<file path="src/rtl/mcp1611_params.svh">
// fixed widths of the data chip; the selector decode assumes 26 registers and a 3-bit bank
`ifndef MCP1611_PARAMS_SVH
`define MCP1611_PARAMS_SVH

// byte datapath
`define MCP_DATA_W     8

// registers 0..11 banked, 12..25 fixed
`define MCP_REG_COUNT  26

// microinstruction selector field
`define MCP_SEL_W      4

// G register
`define MCP_BANK_W     3

// PLA function bits, propagate 6..3 and generate 2..0
`define MCP_FN_W       7

`endif

</file>
<file path="src/rtl/mcp1611_pkg.sv">
// shared datapath types; the params header must be on the include path
package mcp1611_pkg;

`include "mcp1611_params.svh"

// register and operand byte
typedef logic [`MCP_DATA_W-1:0] data_t;

// microinstruction and AD output word
typedef logic [2*`MCP_DATA_W-1:0] word_t;

// physical register index, only 0..25 are used
typedef logic [$clog2(`MCP_REG_COUNT)-1:0] reg_idx_t;

// selector field of the microinstruction
typedef logic [`MCP_SEL_W-1:0] sel_t;

// G bank register value
typedef logic [`MCP_BANK_W-1:0] bank_t;

// PLA function bits
typedef logic [`MCP_FN_W-1:0] alu_fn_t;

// status flags, c sits in bit 0 as on the chip
typedef struct packed
{
   logic h;                        // half carry out of bit 3
   logic n;                        // result bit 7
   logic z;                        // result is zero
   logic v;                        // overflow
   logic c;                        // carry out of bit 7
} psw_t;

endpackage

</file>
<file path="src/rtl/execute_stage.sv">
// single-cycle PLA ALU with plain carry in; no shift, borrow inversion or split writes
`timescale 1ns/1ns
`include "mcp1611_params.svh"

module execute_stage
(
   input  logic                   clk,
   input  logic                   rst,
   input  mcp1611_pkg::data_t     fa,        // operand A
   input  mcp1611_pkg::data_t     fb,        // operand B
   input  mcp1611_pkg::alu_fn_t   fn,        // PLA function
   input  logic                   cin_q,     // carry into bit 0
   input  mcp1611_pkg::reg_idx_t  dst_idx,   // port A register
   input  logic                   wr_q,
   input  logic                   flag_q,
   input  logic                   out_q,
   output logic                   wr,        // write strobe, also the bypass valid
   output mcp1611_pkg::reg_idx_t  wr_idx,
   output mcp1611_pkg::data_t     wr_data,
   output mcp1611_pkg::psw_t      psw,       // status flags
   output mcp1611_pkg::word_t     ad_out,    // {fb, fa} latch
   output logic                   ad_stb     // one-cycle output strobe
);

mcp1611_pkg::data_t x;          // propagate terms
mcp1611_pkg::data_t y;          // generate terms
mcp1611_pkg::data_t co;         // carry out of each bit
mcp1611_pkg::data_t sum;        // ALU result
mcp1611_pkg::psw_t  flags;      // flags of this result

// per-bit function selected by the operand bit pair
always_comb
begin
   for (int i = 0; i < `MCP_DATA_W; i++)
   begin
      x[i] = fa[i] ? (fb[i] ? fn[6] : fn[5]) : (fb[i] ? fn[4] : fn[3]);
      y[i] = fa[i] ? (fb[i] ? fn[0] : fn[1]) : (fb[i] ? fn[2] : 1'b0);
   end
end

// ripple chain
always_comb
begin
   logic carry;

   carry = cin_q;
   for (int i = 0; i < `MCP_DATA_W; i++)
   begin
      sum[i] = carry ^ x[i];
      co[i]  = y[i] | (x[i] & carry);
      carry  = co[i];
   end
end

always_comb
begin
   flags.c = co[7];
   flags.v = co[6] ^ co[7];
   flags.z = (sum == '0);
   flags.n = sum[7];
   flags.h = co[3];                 // half carry
end

assign wr      = wr_q;
assign wr_idx  = dst_idx;
assign wr_data = sum;

always_ff @(posedge clk)
begin
   if (rst)
      psw <= '0;
   else if (flag_q)
      psw <= flags;
end

always_ff @(posedge clk)
begin
   if (out_q)
      ad_out <= {fb, fa};           // high byte is port B
end

always_ff @(posedge clk)
begin
   if (rst)
      ad_stb <= 1'b0;
   else
      ad_stb <= out_q;             // rises on the same edge as the latch
end

endmodule

</file>
<file path="src/rtl/mcp1611_datapath.sv">
// decoded controls drive this top directly; ops may issue every clock with no back-pressure
`timescale 1ns/1ns

module mcp1611_datapath
(
   input  logic                  clk,
   input  logic                  rst,
   input  logic                  op_valid,   // op strobe
   input  mcp1611_pkg::word_t    mir,        // microinstruction
   input  mcp1611_pkg::alu_fn_t  alu_fn,     // PLA function
   input  logic                  cin,
   input  logic                  wr_en,      // write back to port A
   input  logic                  flag_we,    // update PSW
   input  logic                  out_req,    // output {fb, fa}
   input  logic                  g_load,     // G load strobe
   input  mcp1611_pkg::bank_t    g_data,
   output mcp1611_pkg::psw_t     psw,
   output mcp1611_pkg::word_t    ad_out,
   output logic                  ad_stb
);

mcp1611_pkg::reg_idx_t ra_idx;
mcp1611_pkg::reg_idx_t rb_idx;
mcp1611_pkg::data_t    ra;
mcp1611_pkg::data_t    rb;
mcp1611_pkg::data_t    fa;
mcp1611_pkg::data_t    fb;
mcp1611_pkg::alu_fn_t  fn;
logic                  cin_q;
mcp1611_pkg::reg_idx_t dst_idx;
logic                  wr_q;
logic                  flag_q;
logic                  out_q;
logic                  wr;           // write port, shared with the bypass
mcp1611_pkg::reg_idx_t wr_idx;
mcp1611_pkg::data_t    wr_data;

operand_stage u_operand
(
   .clk(clk),             .rst(rst),
   .op_valid(op_valid),   .mir(mir),
   .alu_fn(alu_fn),       .cin(cin),
   .wr_en(wr_en),         .flag_we(flag_we),
   .out_req(out_req),     .g_load(g_load),
   .g_data(g_data),       .ra(ra),
   .rb(rb),               .fwd_wr(wr),
   .fwd_idx(wr_idx),      .fwd_data(wr_data),
   .ra_idx(ra_idx),       .rb_idx(rb_idx),
   .fa(fa),               .fb(fb),
   .fn(fn),               .cin_q(cin_q),
   .dst_idx(dst_idx),     .wr_q(wr_q),
   .flag_q(flag_q),       .out_q(out_q)
);

register_file u_regs
(
   .clk(clk),             .rst(rst),
   .ra_idx(ra_idx),       .rb_idx(rb_idx),
   .ra(ra),               .rb(rb),
   .wr(wr),               .wr_idx(wr_idx),
   .wr_data(wr_data)
);

execute_stage u_execute
(
   .clk(clk),             .rst(rst),
   .fa(fa),               .fb(fb),
   .fn(fn),               .cin_q(cin_q),
   .dst_idx(dst_idx),     .wr_q(wr_q),
   .flag_q(flag_q),       .out_q(out_q),
   .wr(wr),               .wr_idx(wr_idx),
   .wr_data(wr_data),     .psw(psw),
   .ad_out(ad_out),       .ad_stb(ad_stb)
);

endmodule

</file>
<file path="src/rtl/operand_stage.sv">
// issue stage; a bank load takes effect for ops after the edge that samples it
`timescale 1ns/1ns

module operand_stage
(
   input  logic                   clk,
   input  logic                   rst,
   input  logic                   op_valid,  // op strobe
   input  mcp1611_pkg::word_t     mir,       // microinstruction
   input  mcp1611_pkg::alu_fn_t   alu_fn,    // PLA function
   input  logic                   cin,       // carry into bit 0
   input  logic                   wr_en,     // write back to port A register
   input  logic                   flag_we,   // update PSW
   input  logic                   out_req,   // present operands on AD
   input  logic                   g_load,    // G load strobe
   input  mcp1611_pkg::bank_t     g_data,    // new bank
   input  mcp1611_pkg::data_t     ra,        // register file port A
   input  mcp1611_pkg::data_t     rb,        // register file port B
   input  logic                   fwd_wr,    // write in flight
   input  mcp1611_pkg::reg_idx_t  fwd_idx,   // its target
   input  mcp1611_pkg::data_t     fwd_data,  // its result
   output mcp1611_pkg::reg_idx_t  ra_idx,
   output mcp1611_pkg::reg_idx_t  rb_idx,
   output mcp1611_pkg::data_t     fa,        // ALU operand A
   output mcp1611_pkg::data_t     fb,        // ALU operand B
   output mcp1611_pkg::alu_fn_t   fn,
   output logic                   cin_q,
   output mcp1611_pkg::reg_idx_t  dst_idx,   // write-back target
   output logic                   wr_q,
   output logic                   flag_q,
   output logic                   out_q
);

mcp1611_pkg::bank_t g;          // bank register
mcp1611_pkg::data_t ra_fwd;     // port A after bypass
mcp1611_pkg::data_t rb_fwd;     // port B after bypass
mcp1611_pkg::data_t fb_sel;     // register or literal

reg_select sel_a
(
   .sel(mir[3:0]),
   .bank(g),
   .idx(ra_idx)
);

reg_select sel_b
(
   .sel(mir[7:4]),
   .bank(g),
   .idx(rb_idx)
);

// the register file still holds the old byte at this edge
assign ra_fwd = (fwd_wr && fwd_idx == ra_idx) ? fwd_data : ra;
assign rb_fwd = (fwd_wr && fwd_idx == rb_idx) ? fwd_data : rb;
assign fb_sel = mir[15] ? rb_fwd : mir[11:4];     // literal when bit 15 low

always_ff @(posedge clk)
begin
   if (rst)
      g <= '0;
   else if (g_load)
      g <= g_data;
end

always_ff @(posedge clk)
begin
   if (op_valid)
   begin
      fa      <= ra_fwd;
      fb      <= fb_sel;
      fn      <= alu_fn;
      cin_q   <= cin;
      dst_idx <= ra_idx;
   end
end

always_ff @(posedge clk)
begin
   if (rst)
   begin
      wr_q   <= 1'b0;
      flag_q <= 1'b0;
      out_q  <= 1'b0;
   end
   else
   begin
      wr_q   <= op_valid & wr_en;
      flag_q <= op_valid & flag_we;
      out_q  <= op_valid & out_req;
   end
end

endmodule

</file>
<file path="src/rtl/reg_select.sv">
// combinational decode where only codes 0 and 1 follow the bank and all others are fixed
`timescale 1ns/1ns

module reg_select
(
   input  mcp1611_pkg::sel_t     sel,     // selector field
   input  mcp1611_pkg::bank_t    bank,    // G register
   output mcp1611_pkg::reg_idx_t idx      // physical register
);

always_comb
begin
   if (sel[3:1] == 3'b000)
   begin
      // banked pair, the last two banks alias the fixed 12..15
      if (bank < 3'd6)
         idx = {1'b0, bank, sel[0]};        // 2g or 2g+1
      else if (bank == 3'd6)
         idx = sel[0] ? 5'd14 : 5'd15;
      else
         idx = sel[0] ? 5'd12 : 5'd13;
   end
   else
   begin
      // 15..12 give 12..15, 11..2 give 16..25
      idx = 5'd27 - {1'b0, sel};
   end
end

endmodule

</file>
<file path="src/rtl/register_file.sv">
// 26x8 storage cleared by reset; indexes above 25 are never produced by reg_select
`timescale 1ns/1ns
`include "mcp1611_params.svh"

module register_file
(
   input  logic                  clk,
   input  logic                  rst,
   input  mcp1611_pkg::reg_idx_t ra_idx,    // port A read index
   input  mcp1611_pkg::reg_idx_t rb_idx,    // port B read index
   output mcp1611_pkg::data_t    ra,        // port A data
   output mcp1611_pkg::data_t    rb,        // port B data
   input  logic                  wr,        // write strobe
   input  mcp1611_pkg::reg_idx_t wr_idx,    // write index
   input  mcp1611_pkg::data_t    wr_data    // write data
);

mcp1611_pkg::data_t mem [0:`MCP_REG_COUNT-1];   // general registers

// asynchronous reads, old value while a write is pending
assign ra = mem[ra_idx];
assign rb = mem[rb_idx];

always_ff @(posedge clk)
begin
   if (rst)
   begin
      for (int i = 0; i < `MCP_REG_COUNT; i++)
         mem[i] <= '0;
   end
   else if (wr)
   begin
      mem[wr_idx] <= wr_data;
   end
end

endmodule

</file>
<file path="config.mk">
export PLATFORM = sky130hd
export DESIGN_NAME = mcp1611_datapath
export DESIGN_NICKNAME = d
export VERILOG_FILES = /design/src/rtl/mcp1611_pkg.sv /design/src/rtl/execute_stage.sv /design/src/rtl/mcp1611_datapath.sv /design/src/rtl/operand_stage.sv /design/src/rtl/reg_select.sv /design/src/rtl/register_file.sv
export VERILOG_INCLUDE_DIRS = /design/src /design/src/rtl
export SDC_FILE = /design/constraint.sdc
export NUM_CORES = 1
export LEC_CHECK = 0
export BUFFER_PORTS_ARGS = -buffer_cell sky130_fd_sc_hd__buf_2
export CELL_PAD_IN_SITES_DETAIL_PLACEMENT = 0
export CELL_PAD_IN_SITES_GLOBAL_PLACEMENT = 1
export CORE_MARGIN = 2
export CORE_UTILIZATION = 54
export CTS_BUF_LIST = sky130_fd_sc_hd__clkbuf_16
export DETAILED_ROUTE_END_ITERATION = 6
export PLACE_DENSITY = 0.86
export SETUP_SLACK_MARGIN = 0.15
export SLEW_MARGIN = 5
export SYNTH_ARGS = -nofsm -noshare
export SYNTH_HDL_FRONTEND = slang
export SYNTH_HIERARCHICAL = 1
export SYNTH_SLANG_ARGS = --single-unit
</file>
<file path="constraint.sdc">
create_clock -name clk -period 6 [get_ports clk]
set_input_delay 0 -clock clk [delete_from_list [all_inputs] [get_ports clk]]
set_output_delay 0 -clock clk [all_outputs]
set_load 0.02 [all_outputs]
</file>
# After elaboration in Yosys (flattened, before gate mapping)
# Memory sizes are Yosys's and may differ from the RTL's.
# Cells that the tools add are included.
[op_classes]
add_sub_neg = 2
order_cmp = 1
n_eq_ne = 3
mux = 69
n_bitwise = 28
reduce_logical = 6
[op_table]
columns = ["op", "n"]
rows = [
  ["1-bit 2-to-1 mux", 58],
  ["8-bit 2-to-1 mux", 4],
  ["5-bit 2-to-1 mux", 3],
  ["1-bit AND", 11],
  ["5-bit equality test", 2],
  ["5-bit by 4-bit subtractor with 5-bit output (first input constant)", 2],
  ["1-bit XOR", 9],
  ["8-bit logical NOT", 1],
  ["4-bit 2-to-1 mux", 2],
  ["1-bit bitwise OR", 8],
  ["8-bit OR reduction", 1],
  ["3-bit logical NOT", 2],
  ["2-bit 2-to-1 mux", 2],
  ["3-bit equality test (second input constant)", 1],
  ["3-bit less-than comparator (second input constant)", 1],
  ["1-bit logical AND", 2],
]
[totals]
regBits = 57
mem_bits_rw = 208
inputBits = 34
output_inout_bits = 22
elab_cells = 126
mem_count = 1
[mem_list]
columns = ["memory", "depth", "width", "read_ports", "rd_ports_with_merged_regs", "write_ports", "line", "text"]
rows = [
  ["u_regs.mem", 26, 8, 2, 0, 26, "register_file.sv:18", "mcp1611_pkg::data_t mem [0:`MCP_REG_COUNT-1];"],
]

# Depth between registers and ports, before layout
[depth]
depth_word = 19
mapped_depth = 24
mapped_depth_nobuf = 24

# Modules after synthesis
# The synthesis kept the hierarchy.
[modules_own_cells]
columns = ["mod", "instances", "cells_each", "area_per_inst_um2", "seq_area_each_um2"]
rows = [
  ["register_file", 1, 770, 13444.1, 7687.4],
  ["operand_stage", 1, 85, 1462.7, 991.0],
  ["execute_stage", 1, 91, 1267.5, 600.6],
  ["reg_select (u_operand.sel_b)", 1, 13, 90.1, 0.0],
  ["reg_select (u_operand.sel_a)", 1, 13, 88.8, 0.0],
]

# Least setup slack after synthesis
# Ideal clock, no wire load.
[synth_path]
kind = "flip-flop to flip-flop"
startpoint = "reg u_operand.fn[6]"
endpoint = "mem u_regs/mem[10][7] in the netlist's numbering, data pin"
setup_ps = 255
arrival_time_ps = 4514
required_ps = 5745
slack_ps = 1232
path_stages_with_launch = 25
path_buffers = 2
period_less_slack_ps = 4768
path_cell_list = "edfxtp_1 mux4_2 ha_1 a31oi_1 o21ai_0 ha_1 a31oi_1 o21ai_0 ha_1 a31oi_1 o21ai_0 ha_1 a221o_1 ha_1 a31oi_1 o21ai_0 ha_1 a31oi_1 o21ai_0 ha_1 a221o_1 ha_1 buf_4 clkbuf_1 and2_1"
[synth_lines]
columns = ["element", "line", "text"]
rows = [
  ["start: declaration", "operand_stage.sv:26", "output mcp1611_pkg::alu_fn_t fn,"],
  ["start signal: assignment", "operand_stage.sv:72", "fn <= alu_fn;"],
  ["end: declaration", "register_file.sv:18", ""],
]

# Worst setup path in the final report
[layout_path]
startpoint = "reg u_operand.fn[6]"
endpoint = "reg u_operand.fa[6], data pin"
[layout_between]
elab_chain_len = 16
elab_cells_between_ends = 28
cone_classes = "mux (15); bitwise (13)"
[layout_rtl]
columns = ["element", "line", "text"]
rows = [
  ["1-bit 2-to-1 mux (2 in a row)", "execute_stage.sv:36", "x[i] = fa[i] ? (fb[i] ? fn[6] : fn[5]) : (fb[i] ? fn[4] : fn[3]);"],
  ["1-bit AND", "execute_stage.sv:50", "co[i] = y[i] | (x[i] & carry);"],
  ["1-bit bitwise OR", "execute_stage.sv:50", ""],
  ["1-bit AND", "execute_stage.sv:50", ""],
  ["1-bit bitwise OR", "execute_stage.sv:50", ""],
  ["1-bit AND", "execute_stage.sv:50", ""],
  ["1-bit bitwise OR", "execute_stage.sv:50", ""],
  ["1-bit AND *", "execute_stage.sv:50", ""],
  ["[1 not listed]", "--", ""],
  ["named net u_execute.co[3]", "execute_stage.sv:27", "mcp1611_pkg::data_t co;"],
  ["1-bit AND *", "execute_stage.sv:50", ""],
  ["1-bit bitwise OR *", "execute_stage.sv:50", ""],
  ["1-bit AND *", "execute_stage.sv:50", ""],
  ["1-bit bitwise OR *", "execute_stage.sv:50", ""],
  ["1-bit XOR *", "execute_stage.sv:49", "sum[i] = carry ^ x[i];"],
  ["named net wr_data[6]", "mcp1611_datapath.sv:36", "mcp1611_pkg::data_t wr_data;"],
  ["8-bit 2-to-1 mux *", "operand_stage.sv:54", "assign ra_fwd = (fwd_wr && fwd_idx == ra_idx) ? fwd_data : ra;"],
  ["named net u_operand.ra_fwd[6]", "operand_stage.sv:35", "mcp1611_pkg::data_t ra_fwd;"],
  ["end signal: assignment", "operand_stage.sv:70", "fa <= ra_fwd;"],
  ["end: declaration", "operand_stage.sv:24", "output mcp1611_pkg::data_t fa,"],
]
# Mark *: on every way through the listed nets, which the timed path passes. The rest lies on a longest branch.
# A chain may end at the register's enable or synchronous reset.

==> flow_metrics.env <==
export IMPL_synth_compound_area_share=0.0135
export IMPL_clk_pin_slew_ns=0.06
export IMPL_grt_use_met3=0.0452
export IMPL_hold_class="in2reg"
export IMPL_fp_coreArea_um2=29700
export IMPL_drc_errors=0
export IMPL_ant_nets=0
export IMPL_crit_path_max_incr_delay_ns=1.13
export IMPL_grt_max_degree=57
export IMPL_critPathKind="reg2reg"
export IMPL_grt_use_met1=0.362
export IMPL_place_gp_congestion=0.824
export IMPL_place_inst=1360
export IMPL_start_util=0.550
export IMPL_htree_levels=2
export IMPL_timing_hold_ws_ns=0.0380
export IMPL_ys_ff_latch=313
export IMPL_syn_inst=972
export IMPL_finalNonFillerCells=1441
export IMPL_use_met2=0.441
export IMPL_vias=9436
export IMPL_grt_setup_unrepaired="no"
export IMPL_reg2reg_from="u_operand/fn[6]"
export IMPL_p_leak_nw=6.44
export IMPL_power_switching_w=0.00149
export IMPL_swShare=0.265
export IMPL_placed_cell_area_um2=16900
export IMPL_arrival_ns=5.84
export IMPL_drt_initial_drc_count=1133
export IMPL_p_int_w=0.00413
export IMPL_relSlewSlack=0.169
export IMPL_portBuffers=52
export IMPL_drive_gt1_frac=0.356
export IMPL_critPathLaunchType="register"
export IMPL_syn_num_nets=1014
export IMPL_p_per_area_nw_per_um2=308
export IMPL_clock_root_buffer="clkbuf_16"
export IMPL_grt_busiest_layer="met2"
export IMPL_max_clock_freq_mhz=183
export IMPL_grt_pass1_vias=9495
export IMPL_synth_distinct_cells=47
export IMPL_setup_violations=0
export IMPL_dieArea_um2=31700
export IMPL_hold_start="mir[6]"
export IMPL_fin_setup_tns_ns=0
export IMPL_avgSynthCellArea_um2=16.8
export IMPL_critPathCaptureType="register"
export IMPL_slew_viol_final=0
export IMPL_overflow=0
export IMPL_worstPathCellList="mux4_2 > ha_1 > a31oi_1 > o21ai_0 > ha_1 > a31oi_1 > o21ai_0 > ha_1 > a31oi_1 > o21ai_0 > ha_1 > a221o_1 > ha_1 > a31oi_1 > o21ai_0 > ha_1 > a31oi_1 > o21ai_0 > ha_1 > mux2_2"
export IMPL_cts_setup_buffers=0
export IMPL_cp_common_cell="ha_1"
export IMPL_place_detailed_hpwl_mm=25.9
export IMPL_synth_top_family_by_area="multiplexers"
export IMPL_wl_mm=40.9
export IMPL_max_cap_violations=0
export IMPL_cp_data_required_time_ns=6.37
export IMPL_ys_flop_type="edfxtp_1"
export IMPL_cts_buffers=34
export IMPL_critPathSlowestCell="ha_1"
export IMPL_yosys_area_share_simple=0.115
export IMPL_clk_path_buf_depth=3
export IMPL_startpoint="u_operand/fn[6]"
export IMPL_synth_seq_area_share=0.567
export IMPL_synthAdderAreaFrac=0.00612
export IMPL_clock_latency_ns=0.51
export IMPL_final_util=0.614
export IMPL_yosysWarnings=6
export IMPL_pwr_share_comb=0.173
export IMPL_cts_tree="built"
export IMPL_antenna_found_initial=0
export IMPL_synthArstFlopShare=0
export IMPL_placementRows=63
export IMPL_fin_crit_sh=0.911
export IMPL_post_drt_wl_per_cell_um=28.4
export IMPL_die_w_um=178
export IMPL_synth_xor_area_share=0.00696
export IMPL_area_delta_synth_final_pct=11.6
export IMPL_power_frac_seq=0.462
export IMPL_viasPerCell=6.55
export IMPL_synth_edf_count=301
export IMPL_synth_mux_area_frac=0.267
export IMPL_cts_sink_count=313
export IMPL_tightest_slew_ns=1.25
export IMPL_nets=1069
export IMPL_finClkSkew_ns=0.0117
export IMPL_peakVddDrop_v=0.000231
export IMPL_io_pins=56
export IMPL_stdcell_area_um2=18300
export IMPL_die_y_um=178
export IMPL_hold_violations=0
export IMPL_clock_power_share=0.366
export IMPL_grt_use_total=0.268
export IMPL_status="finished, final reports clean"
export IMPL_crit_path_max_fanout=35
export IMPL_drt_first_pass_iters=5
export IMPL_fin_crit_ns=5.47
export IMPL_syn_area_um2=16400
export IMPL_grt_first_pass_wirelength_mm=60.5
[layer usage]
layer  vias up  share of wire  wire length [um]
met5         -              0                 0
met4         0          0.038              1570
met3        89          0.086              3520
met2       512           0.50             20400
met1      4882           0.38             15400
li1       3953              -                 -
[synthesized netlist by cell type, drive strengths merged (8+ instances only)]
library cell	instances	area (um2)
clkbuf	29	110
ha	8	100
nor2	45	169
buf	42	255
or2	28	175
xor2	9	78.8
mux4	168	3790
dfxtp	12	240
mux2	43	484
edfxtp	301	9040
and2	211	1320
mux2i	10	100
[sequential cells by signal, summed over array words and instances (netlist names), 3 cells and up]
register,cells
u_execute/psw,5
u_regs/mem,256
u_operand/fn,7
u_operand/dst_idx,5
u_operand/fa,8
u_operand/fb,8
u_execute/ad_out,16
u_operand/g,3
[final cells by class]
type | count | area (um2)
multi-input combinational | 583 | 6750
inverter | 5 | 18.8
clock inverter | 22 | 170
clock buffer | 37 | 926
fill | 2078 | 11500
antenna | 1 | 2.50
timing repair buffer | 90 | 623
sequential | 313 | 9280
tap | 390 | 488
[worst paths after layout]
check | end | slack (ns) | cells after the start
setup / recovery | u_operand/fa[6] | 0.53 | 20
hold / removal | u_operand/fb[2] | 0.04 | 3
setup reg to reg | u_operand/fa[6] | 0.53 | 20
hold reg to reg | u_execute/psw[2] | 0.49 | 2
[cells in the final DEF (no fill, tap or decap), drive strengths merged, types with 8 or more instances in the layout]
master,netlist,layout
edfxtp,301,301
and2,211,211
mux4,168,168
buf,42,69
nor2,45,45
mux2,43,43
clkbuf,29,37
or2,28,28
dlygate4sd3,0,21
inv,5,13
dfxtp,12,12
clkinv,0,11
mux2i,10,10
xor2,9,9
ha,8,8
[critical path, delay by kind of cell, from the launching register on]
family	cells	cell delay (ns)
adder cells (fa/ha/maj)	7	2.36
multiplexers	2	0.83
AO/OA/AOI/OAI	11	1.64
flip-flops	1	0.49
[power groups by stage]
stage	sequential, W	combinational (W)	clock (W)
detailed placement	0.00264	0.000940	0
floorplan	0.00261	0.000599	0
global route	0.00260	0.00102	0.00216
finish	0.00260	0.000970	0.00206
CTS	0.00259	0.000958	0.00208
global placement	0.00263	0.000933	0
[through the flow]
| stage | setup WS [ns] | power [W] |
|---|---|---|
| final | 0.533 | 0.00562 |
| after global routing | 0.220 | 0.00579 |
| after CTS | 0.372 | 0.00563 |
| after detailed placement | 0.431 | 0.00358 |
| after global placement | 0.622 | 0.00357 |
| after floorplan | 1.23 | 0.00321 |
[kinds of logic after synthesis]
logic type	Yosys count
flops	313
buf+inv	76
compound gates	28
simple gates	313
mux	221
fa+ha+maj	8
xor+xnor	13
[timing repair]
| item | 4_1_cts | 5_1_grt |
|---|---|---|
| hold buffers | 21 | 0 |
| setup endpoints to repair | 0 | 23 |
| hold endpoints to repair | 18 | 0 |
| gates resized for setup | 0 | 2 |
No activity file was read; power rests on OpenSTA's default activity.
